**src/include/memtest_cfg.svh**
```systemverilog
`ifndef MEMTEST_CFG_SVH
`define MEMTEST_CFG_SVH

////////////////////////////////////////////////////////////
// Soak test sizing
////////////////////////////////////////////////////////////

// Words exercised per pass, also the backing memory depth
`define MT_ADDR_COUNT 16

// Direct-mapped cache depth, power of two
`define MT_CACHE_LINES 16

// Idle cycles between one completion and the next request
`define MT_IDLE_GAP 4

// Backing memory response delay in cycles
`define MT_MEM_LATENCY 3

// Scrambling seed for the pattern table
`define MT_ROM_SEED 32'h5a3c96e1

`endif

```
**src/design/memtest_pkg.sv**
```systemverilog
package memtest_pkg;

	////////////////////////////////////////////////////////////
	// Widths shared across the soak tester
	////////////////////////////////////////////////////////////

	// One data word on either bus
	typedef logic [31:0] word_t;

	// Word address, same width as the pattern table address
	typedef logic [15:0] addr_t;

	// Passes completed over the address range
	typedef logic [7:0] pass_t;

	// Hit or miss statistic
	typedef logic [15:0] stat_t;

	// Traffic generator sequence, write then read per address
	typedef enum logic [2:0] {
		ISSUE_WR,
		WAIT_WR,
		GAP_WR,
		ISSUE_RD,
		WAIT_RD,
		GAP_RD,
		HALT
	} gen_state_t;

endpackage

```
**src/design/mem_req_if.sv**
```systemverilog
`timescale 1ns/1ps

// Request and completion bus between a requester and a responder
// Valid is held with its command until the one-cycle ready pulse
interface mem_req_if;

	// Command side
	logic valid;
	// 1 for write
	logic rw;
	memtest_pkg::addr_t addr;
	memtest_pkg::word_t wdata;

	// Completion side, rdata only meaningful with ready on a read
	memtest_pkg::word_t rdata;
	logic ready;

	modport requester (
		output valid,
		output rw,
		output addr,
		output wdata,
		input rdata,
		input ready
	);

	modport responder (
		input valid,
		input rw,
		input addr,
		input wdata,
		output rdata,
		output ready
	);

endinterface

```
**src/design/pattern_rom.sv**
```systemverilog
`timescale 1ns/1ps
`include "memtest_cfg.svh"

module pattern_rom (
	input logic clk,
	input memtest_pkg::addr_t addr,
	output memtest_pkg::word_t data
);

	localparam int DEPTH = `MT_ADDR_COUNT;
	localparam int IDX_W = $clog2(DEPTH);

	// Golden-ratio multiplier spreads bits between neighbours
	localparam logic [31:0] MIX = 32'h9e3779b9;

	memtest_pkg::word_t table_q [DEPTH];

	// Table built once at elaboration
	initial
	begin
		for (int i = 0; i < DEPTH; i++)
		begin
			table_q[i] = `MT_ROM_SEED ^ (32'(i) * MIX);
		end
	end

	// One-cycle registered read
	always_ff @(posedge clk)
	begin
		data <= table_q[addr[IDX_W-1:0]];
	end

endmodule

```
**src/design/dcache_traffic_gen.sv**
```systemverilog
`timescale 1ns/1ps
`include "memtest_cfg.svh"

module dcache_traffic_gen (
	input logic clk,
	input logic rst,
	output memtest_pkg::addr_t rom_addr,
	input memtest_pkg::word_t rom_data,
	mem_req_if.requester bus,
	output logic pass_done,
	output memtest_pkg::pass_t pass_count,
	output logic error,
	output memtest_pkg::addr_t err_addr
);

	localparam memtest_pkg::addr_t LAST_ADDR = memtest_pkg::addr_t'(`MT_ADDR_COUNT - 1);

	// ISSUE takes one of the idle cycles, GAP covers the rest
	localparam int GAP_LAST = (`MT_IDLE_GAP > 1) ? `MT_IDLE_GAP - 2 : 0;
	localparam bit HAS_GAP = (`MT_IDLE_GAP > 1);

	memtest_pkg::gen_state_t state;
	memtest_pkg::addr_t cur_addr;
	logic [7:0] gap_cnt;
	logic valid_q;
	logic rw_q;
	// Word written and later expected back
	memtest_pkg::word_t exp_q;

	// Address doubles as ROM index and bus address
	assign rom_addr = cur_addr;
	assign bus.addr = cur_addr;
	assign bus.valid = valid_q;
	assign bus.rw = rw_q;
	assign bus.wdata = exp_q;

	////////////////////////////////////////////////////////////
	// Sequencer
	////////////////////////////////////////////////////////////

	always_ff @(posedge clk)
	begin
		if (rst)
		begin
			state <= memtest_pkg::ISSUE_WR;
			cur_addr <= '0;
			gap_cnt <= '0;
			valid_q <= 1'b0;
			rw_q <= 1'b0;
			pass_done <= 1'b0;
			pass_count <= '0;
			error <= 1'b0;
			err_addr <= '0;
		end
		else
		begin
			// Strobe by default
			pass_done <= 1'b0;
			case (state)
				memtest_pkg::ISSUE_WR:
				begin
					valid_q <= 1'b1;
					rw_q <= 1'b1;
					state <= memtest_pkg::WAIT_WR;
				end
				memtest_pkg::WAIT_WR:
				begin
					if (bus.ready)
					begin
						valid_q <= 1'b0;
						gap_cnt <= '0;
						state <= HAS_GAP ? memtest_pkg::GAP_WR : memtest_pkg::ISSUE_RD;
					end
				end
				memtest_pkg::GAP_WR:
				begin
					if (gap_cnt == 8'(GAP_LAST))
						state <= memtest_pkg::ISSUE_RD;
					else
						gap_cnt <= gap_cnt + 8'd1;
				end
				memtest_pkg::ISSUE_RD:
				begin
					valid_q <= 1'b1;
					rw_q <= 1'b0;
					state <= memtest_pkg::WAIT_RD;
				end
				memtest_pkg::WAIT_RD:
				begin
					if (bus.ready)
					begin
						valid_q <= 1'b0;
						gap_cnt <= '0;
						if (bus.rdata != exp_q)
						begin
							// Sticky until reset
							error <= 1'b1;
							err_addr <= cur_addr;
							state <= memtest_pkg::HALT;
						end
						else
						begin
							state <= HAS_GAP ? memtest_pkg::GAP_RD : memtest_pkg::ISSUE_WR;
							// Wrap and start the next pass
							if (cur_addr == LAST_ADDR)
							begin
								cur_addr <= '0;
								pass_count <= pass_count + 8'd1;
								pass_done <= 1'b1;
							end
							else
								cur_addr <= cur_addr + 16'd1;
						end
					end
				end
				memtest_pkg::GAP_RD:
				begin
					// ROM lookup of the new address runs during this gap
					if (gap_cnt == 8'(GAP_LAST))
						state <= memtest_pkg::ISSUE_WR;
					else
						gap_cnt <= gap_cnt + 8'd1;
				end
				memtest_pkg::HALT:
				begin
					valid_q <= 1'b0;
				end
				default:
					state <= memtest_pkg::HALT;
			endcase
		end
	end

	// Pass number in every byte so stale lines show up
	always_ff @(posedge clk)
	begin
		if (state == memtest_pkg::ISSUE_WR)
			exp_q <= rom_data ^ {4{pass_count}};
	end

endmodule

```
**src/design/dcache.sv**
```systemverilog
`timescale 1ns/1ps
`include "memtest_cfg.svh"

module dcache (
	input logic clk,
	input logic rst,
	mem_req_if.responder cpu,
	mem_req_if.requester mem,
	output memtest_pkg::stat_t hit_count,
	output memtest_pkg::stat_t miss_count
);

	localparam int LINES = `MT_CACHE_LINES;
	localparam int IDX_W = $clog2(LINES);
	localparam int ADDR_W = $bits(memtest_pkg::addr_t);
	localparam int TAG_W = ADDR_W - IDX_W;

	typedef enum logic [1:0] {
		C_IDLE,
		C_MEM,
		C_RESP
	} cache_state_t;

	cache_state_t state;
	logic [LINES-1:0] line_valid;
	logic [TAG_W-1:0] tag_arr [LINES];
	memtest_pkg::word_t data_arr [LINES];
	logic [IDX_W-1:0] idx;
	logic [TAG_W-1:0] tag;
	logic hit;
	logic resp_hit;
	logic mem_valid;
	logic cpu_ready;
	memtest_pkg::word_t cpu_rdata;

	// Low bits pick the line, the rest is the tag
	assign idx = cpu.addr[IDX_W-1:0];
	assign tag = cpu.addr[ADDR_W-1:IDX_W];
	assign hit = line_valid[idx] && (tag_arr[idx] == tag);

	// Command fields stay steady while cpu valid is held
	assign mem.valid = mem_valid;
	assign mem.rw = cpu.rw;
	assign mem.addr = cpu.addr;
	assign mem.wdata = cpu.wdata;

	assign cpu.ready = cpu_ready;
	assign cpu.rdata = cpu_rdata;

	////////////////////////////////////////////////////////////
	// Control and statistics
	////////////////////////////////////////////////////////////

	always_ff @(posedge clk)
	begin
		if (rst)
		begin
			state <= C_IDLE;
			line_valid <= '0;
			mem_valid <= 1'b0;
			cpu_ready <= 1'b0;
			hit_count <= '0;
			miss_count <= '0;
		end
		else
		begin
			case (state)
				C_IDLE:
				begin
					if (cpu.valid)
					begin
						// Read hit served locally, anything else goes to memory
						if (!cpu.rw && hit)
						begin
							cpu_ready <= 1'b1;
							state <= C_RESP;
						end
						else
						begin
							mem_valid <= 1'b1;
							state <= C_MEM;
						end
					end
				end
				C_MEM:
				begin
					if (mem.ready)
					begin
						mem_valid <= 1'b0;
						cpu_ready <= 1'b1;
						state <= C_RESP;
						// Fill on read miss only, writes do not allocate
						if (!cpu.rw)
							line_valid[idx] <= 1'b1;
					end
				end
				C_RESP:
				begin
					cpu_ready <= 1'b0;
					state <= C_IDLE;
					// One count per completion
					if (resp_hit)
						hit_count <= hit_count + 16'd1;
					else
						miss_count <= miss_count + 16'd1;
				end
				default:
					state <= C_IDLE;
			endcase
		end
	end

	////////////////////////////////////////////////////////////
	// Line storage and response data
	////////////////////////////////////////////////////////////

	always_ff @(posedge clk)
	begin
		if (state == C_IDLE && cpu.valid && !cpu.rw && hit)
		begin
			cpu_rdata <= data_arr[idx];
			resp_hit <= 1'b1;
		end
		if (state == C_MEM && mem.ready)
		begin
			cpu_rdata <= mem.rdata;
			// Write hit decided here since the line cannot change meanwhile
			resp_hit <= hit;
			if (!cpu.rw)
			begin
				tag_arr[idx] <= tag;
				data_arr[idx] <= mem.rdata;
			end
			else if (hit)
				data_arr[idx] <= cpu.wdata;
		end
	end

endmodule

```
**src/design/backing_mem.sv**
```systemverilog
`timescale 1ns/1ps
`include "memtest_cfg.svh"

module backing_mem (
	input logic clk,
	input logic rst,
	mem_req_if.responder bus,
	input logic fault_en,
	input memtest_pkg::addr_t fault_addr
);

	localparam int DEPTH = `MT_ADDR_COUNT;
	localparam int IDX_W = $clog2(DEPTH);
	localparam int LAT = `MT_MEM_LATENCY;

	memtest_pkg::word_t mem_arr [DEPTH];
	memtest_pkg::word_t rdata_q;
	logic busy;
	logic ready_q;
	logic [7:0] lat_cnt;
	logic [IDX_W-1:0] idx;

	assign idx = bus.addr[IDX_W-1:0];
	assign bus.ready = ready_q;
	assign bus.rdata = rdata_q;

	// Ready lands LAT cycles after valid is first seen
	always_ff @(posedge clk)
	begin
		if (rst)
		begin
			busy <= 1'b0;
			ready_q <= 1'b0;
			lat_cnt <= '0;
		end
		else
		begin
			ready_q <= 1'b0;
			if (!busy && bus.valid)
			begin
				busy <= 1'b1;
				lat_cnt <= 8'd1;
			end
			else if (busy && !ready_q)
			begin
				if (lat_cnt == 8'(LAT - 1))
					ready_q <= 1'b1;
				lat_cnt <= lat_cnt + 8'd1;
			end
			else if (ready_q)
				busy <= 1'b0;
		end
	end

	// Read data staged one cycle ahead of ready
	always_ff @(posedge clk)
	begin
		if (busy && !ready_q && lat_cnt == 8'(LAT - 1))
			rdata_q <= mem_arr[idx];
		if (ready_q && bus.rw)
		begin
			// Injected fault flips bit 0 of the stored word
			if (fault_en && bus.addr == fault_addr)
				mem_arr[idx] <= bus.wdata ^ 32'h1;
			else
				mem_arr[idx] <= bus.wdata;
		end
	end

endmodule

```
**src/design/memtest_top.sv**
```systemverilog
`timescale 1ns/1ps

module memtest_top (
	input logic clk,
	input logic rst,
	input logic fault_en,
	input memtest_pkg::addr_t fault_addr,
	output logic error,
	output memtest_pkg::addr_t err_addr,
	output logic pass_done,
	output memtest_pkg::pass_t pass_count,
	output memtest_pkg::stat_t hit_count,
	output memtest_pkg::stat_t miss_count
);

	memtest_pkg::addr_t rom_addr;
	memtest_pkg::word_t rom_data;

	// Generator to cache, then cache to memory
	mem_req_if cpu_bus ();
	mem_req_if mem_bus ();

	////////////////////////////////////////////////////////////
	// Stimulus side
	////////////////////////////////////////////////////////////

	pattern_rom rom0 (
		.clk (clk),
		.addr (rom_addr),
		.data (rom_data)
	);

	dcache_traffic_gen gen0 (
		.clk (clk),
		.rst (rst),
		.rom_addr (rom_addr),
		.rom_data (rom_data),
		.bus (cpu_bus.requester),
		.pass_done (pass_done),
		.pass_count (pass_count),
		.error (error),
		.err_addr (err_addr)
	);

	////////////////////////////////////////////////////////////
	// Memory hierarchy under test
	////////////////////////////////////////////////////////////

	dcache cache0 (
		.clk (clk),
		.rst (rst),
		.cpu (cpu_bus.responder),
		.mem (mem_bus.requester),
		.hit_count (hit_count),
		.miss_count (miss_count)
	);

	backing_mem mem0 (
		.clk (clk),
		.rst (rst),
		.bus (mem_bus.responder),
		.fault_en (fault_en),
		.fault_addr (fault_addr)
	);

endmodule

```
**config.mk**
```make
export PLATFORM = sky130hd
export DESIGN_NAME = memtest_top
export DESIGN_NICKNAME = d
export VERILOG_FILES = /design/src/design/memtest_pkg.sv /design/src/design/mem_req_if.sv /design/src/design/pattern_rom.sv /design/src/design/dcache_traffic_gen.sv /design/src/design/dcache.sv /design/src/design/backing_mem.sv /design/src/design/memtest_top.sv
export VERILOG_INCLUDE_DIRS = /design/src /design/src/include
export SDC_FILE = /design/constraint.sdc
export NUM_CORES = 1
export LEC_CHECK = 0
export BUFFER_PORTS_ARGS = -buffer_cell sky130_fd_sc_hd__buf_4
export CAP_MARGIN = 15
export CORE_UTILIZATION = 63
export CTS_CLUSTER_SIZE = 12
export DETAILED_ROUTE_END_ITERATION = 8
export GPL_TIMING_DRIVEN = 0
export PLACE_DENSITY = 0.77
export SYNTH_ARGS = -nofsm -noshare
export SYNTH_HDL_FRONTEND = slang
export SYNTH_SLANG_ARGS = --single-unit
```
**constraint.sdc**
```tcl
create_clock -name clk -period 7.2 [get_ports clk]
set_input_delay 1.08 -clock clk [delete_from_list [all_inputs] [get_ports clk]]
set_output_delay 1.08 -clock clk [all_outputs]
set_load 0.03 [all_outputs]
```
# Word-level counts from Yosys, hierarchy flattened
# Memories as Yosys holds them, arrays and structs flattened. A register that Yosys moved wholly into a read port is not among the register bits.
# Cells that the tools add are included.
# classes
addsub,6
n_lt_le_gt_ge,2
n_eq_ne,25
muxes,58
n_bitwise,12
reduce_logical,44
# op_table
cell,n
$mux W32,4
$add A16 B1 Y16 const B,3
$ne A32 B32 Y1,1
$xor A32 B32 Y32,1
$mux W1,30
$add A8 B1 Y8 const B,3
$pmux W3 S7,1
$eq A16 B16 Y1,1
$eq A16 B4 Y1 const B,1
$eq A8 B2 Y1 const B,2
$mux W16,1
$mux W4,4
$mux W8,2
$ne A2 B1 Y1 const B,8
$or A16 B16 Y16,1
$pmux W8 S2,1
$eq A12 B12 Y1,1
$logic_and A1 B1 Y1,12
$mux W3,4
$reduce_and A3 Y1,4
$reduce_and A4 Y1,3
$reduce_bool A2 Y1,6
$reduce_and A2 Y1,5
$eq A3 B3 Y1 const B,3
23 further kinds,45
# totals
reg_bits,182
mem_bits_rw,1216
mem_bits_ro,512
word_cells,173
mem_count,4
# memory_table
name,words,width,read_ports,rd_clocked_by_memory_dff,write_ports,line,source
cache0.data_arr,16,32,1,1,1,dcache.sv:27,memtest_pkg::word_t data_arr [LINES];
mem0.mem_arr,16,32,1,1,1,backing_mem.sv:16,memtest_pkg::word_t mem_arr [DEPTH];
rom0.table_q,16,32,1,1,0,pattern_rom.sv:16,memtest_pkg::word_t table_q [DEPTH];
cache0.tag_arr,16,12,1,1,1,dcache.sv:26,logic [TAG_W-1:0] tag_arr [LINES];

# Longest topological paths before layout
# depth
depth_word,8
ltp_mapped,12
depth_no_buf,9

# Hierarchy
# A second synthesis with hierarchy kept.
# unflattened
hier_cells,2956
hier_area_um2,57662.8
# by_module_without_submodules
module,n_inst,cells_per_inst,area_per_inst_um2,seq_area_each_um2
dcache,1,1586,31345.1,23172.2
backing_mem,1,837,20881.3,16535.9
dcache_traffic_gen,1,412,4226.6,2062.0
pattern_rom,1,121,1209.9,620.6

# Worst setup path before layout
# OpenSTA, ideal clock, no wires.
# synth_path
path_kind,register -> register
from,register (tool-made name)
to,"memory cache0.data_arr[13][0] (netlist name), enable pin"
arrival_ns,4.735
required_time_ns,6.739
slack_ns,2.004
path_stages_with_launch,10
path_buffers,2
cell_sequence,dfxtp_1 > buf_4 > mux4_2 > mux4_2 > xnor2_1 > nand2_1 > a2111oi_4 > a31oi_1 > buf_2 > nor3_1
# synth_lines
element,line
end: declaration,dcache.sv:27

==> flow_summary.toml <==
[placement]
port_buffers = 75
placed_cell_area_mm2 = 0.0611
finalWeightedCongestion = 0.892
hpwl_um = 99200
dp_slack_ps = 2090

[sta]
finalCritPeriodShare_pct = 74.2
period_needed_ps = 5340
clock.fmax_mhz = 187
hold_viol_final = 0
rsz0062_at_grt = "no"
fin_hold_ws_ps = 428
layout_setup_ws_ps = 1860
clock-skew-final_ps = 34.4
final-max-slew-violation-count = 0
slew_headroom_pct = 20.3
setup_viol = 0
fin_tns_setup_ps = 0
max_slew.worst_pin.slew_ps = 1200

[setup_path]
cp_num_buf_inv = 8
cp.required_ps = 7650
cp_max_fo = 10
slowest_delay_ps = 800
end_kind = "flip-flop"
crit_arrival_ps = 5800
worst-setup-path-type = "flip-flop to flip-flop"
crit_chain = "buf_2 -> buf_4 -> buf_2 -> clkbuf_1 -> nor2_1 -> mux2i_1 -> nand3b_1 -> a2111oi_4 -> a31oi_1 -> buf_2 -> nor3_2 -> buf_6 -> buf_6 -> buf_6"
slowest_stage = "nor3_2"
worstSetupStartpointType = "flip-flop"
path_delay_family = "buffers and inverters"

[route]
drt_iter0_markers = 4467
firstDrtPassIters = 6
drc = 0
viasPerCell = 6.80
antenna_left = 0
wl_per_cell_um = 32.4
wirelength_um = 153000
vias = 32151

[clocking]
cts.clk_slew.worst_paths_ps = 60
numCtsBuffers = 147
clockRootBuffer = "clkbuf_16"
cts_tree = "done"
max-clock-path-buffers = 3
post-cts-setup-buffer-count = 0
post_cts_resized = 0
cts.sinks = 1465
hold_buffers = 0
clk_latency_ps = 760
h-tree-depth = 4

[finish]
drive_above_1_share_pct = 20.9
area_growth_pct = 14.3
fin_nets = 3500
final_area_mm2 = 0.0654

[power]
intPower_mw = 13.2
leakage_nw = 20.2
power_frac_comb_pct = 0.6
power.share.clock_pct = 43.2
power_switching_mw = 3.19
p_per_area_mw_per_mm2 = 251
p_sw_share_pct = 19.5
irDropWorstVdd_v = 0.000242
total_power_mw = 16.4
power_frac_seq_pct = 56.2

[synthesis]
synthArstFlopShare_pct = 0
synth.distinct_cells = 63
synth.avg_cell_area_um2 = 18.3
synthFlopType = "edfxtp_1"
synthCells = 3123
synth_edf_count = 1313
synthMuxAreaShare_pct = 14.5
ys_seq_elements = 1465
synth_compound_area_share_pct = 2.78
syn-num-nets = 3161
synth_area_mm2 = 0.0572
synthAdderAreaFrac_pct = 0.415
yosys_warnings = 0
yosysSeqAreaShare_pct = 74.2
synthSimpleGateAreaFrac_pct = 4.43
synthXorXnorAreaFrac_pct = 2.28
synth_top_family_by_area = "multiplexers"

[die]
fp.dieH_um = 303
die_w_um = 303
ios = 77
core_mm2 = 0.0900
rows = 110
initial_core_util_pct = 63.6
design.die.area_mm2 = 0.0921

[global_routing]
grt_pass1_wl_um = 218000
use_met3_pct = 6.83
met1_usage_pct = 45.1
grt.met2_usage_pct = 54.9
antenna_found_initial = 4
busiest_layer = "met2"
grt_pass1_vias = 32470
overflow = 0
grt.total_usage_pct = 33.9
grt_max_degree = 33

[worst_hold_path]
hp-class = "flip-flop to flip-flop"

[run]
maxCapViolCount = 0

[run_status]
status = "finished clean"
[cell usage after synthesis, drive strengths merged (3+ instances only)]
master,n,share of area (%)
edfxtp,1313,69
mux4,258,10
nor2,215,1.4
mux2i,197,3.4
nand2,185,1.2
dfxtp,152,5.3
clkbuf,113,0.74
xnor2,84,1.3
xor2,65,0.99
o221ai,64,0.98
buf,60,0.51
a21oi,59,0.52
mux2,44,0.87
o22ai,37,0.40
nor3,29,0.25
o21ai,27,0.24
nand3,25,0.22
inv,24,0.16
nand4,22,0.27
ha,19,0.42
and3,12,0.13
nor4,12,0.13
a22oi,11,0.14
nand2b,10,0.11
and4,9,0.14
nor2b,8,0.087
nor4b,7,0.11
and2,6,0.066
or3,6,0.066
a221oi,4,0.061
nand4b,4,0.061
a2111oi,3,0.079
a211oi,3,0.039
a22o,3,0.046
a31oi,3,0.033
nand3b,3,0.039
[final timing paths]
| path | from | end | slack, ps | cells after the start |
|---|---|---|---|---|
| max reg2reg | flip-flop | cache0.data_arr[8][10] | 1860 | 14 |
| min | gen0.bus.addr[2] | rom0.data[2] | 430 | 0 |
| max | flip-flop | cache0.data_arr[8][10] | 1860 | 14 |
| min reg2reg | gen0.bus.addr[2] | rom0.data[2] | 430 | 0 |
[cell usage in the layout, fill, tap and decap left out, drive strengths merged, types with 8 or more instances in the layout]
master	instances
dfxtp	152
nand4	22
xnor2	84
clkinv	19
buf	250
edfxtp	1313
nand3	25
and3	12
o221ai	64
clkbuf	324
inv	27
xor2	65
mux2i	197
nand2b	10
nor2b	8
nand2	185
o22ai	37
ha	19
mux2	44
a21oi	59
and4	9
nor3	29
nor2	215
o21ai	27
a22oi	11
mux4	258
nor4	12
[registers in the layout (all words and copies together), names as in the netlist, 2 cells and up, named ones only]
signal             count
gen0.pass_count        8
mem0.mem_arr         512
cache0.state           2
cache0.data_arr      512
gen0.bus.addr         16
cache0.hit_count      16
cache0.line_valid     16
gen0.gap_cnt           8
mem0.lat_cnt           8
cache0.miss_count     16
rom0.data             31
cache0.tag_arr       192
mem0.bus.rdata        32
cache0.cpu.rdata      32
gen0.err_addr         16
gen0.state             2
gen0.bus.wdata        32
[routing by layer]
| metal | share of wire [%] | wire (um) |
|---|---|---|
| met2 | 49 | 75100 |
| met3 | 11 | 16500 |
| met1 | 35 | 54200 |
| met4 | 4.6 | 7100 |
| met5 | 0.0059 | 9 |
[per-stage QoR]
step | instances | util (%)
finish | 4726 | 72.7
floorplan | 3123 | -
detailed placement | 4485 | 67.9
global placement | 4374 | 65.8
global route | 4724 | 72.7
CTS | 4720 | 72.6
[logic make-up after synthesis]
group / Yosys count
compound gates: 230
xor+xnor: 149
fa+ha+maj: 19
buf+inv: 199
flops: 1465
mux: 499
simple gates: 562
[area by class of cell]
cell class,count,area [um^2]
clock buffers,211,4080
fillers,5119,24600
multi-input cells,1459,14200
repair buffers,190,2170
well taps,1176,1470
inverters,26,97.6
flip-flops and latches,1465,42500
diodes,2,5.00
clock inverters,24,204
plain buffers,173,717
[power groups by stage]
stage                     logic, mW  registers [mW]  clock network (mW)
after floorplan              0.0543            9.39                   0
after global placement       0.0865            9.41                   0
after detailed placement     0.0999            9.41                   0
after CTS                     0.101            9.23                7.09
after global routing          0.109            9.23                7.39
final                         0.102            9.23                7.08
Note: power is estimated with default switching activity, not from simulation.
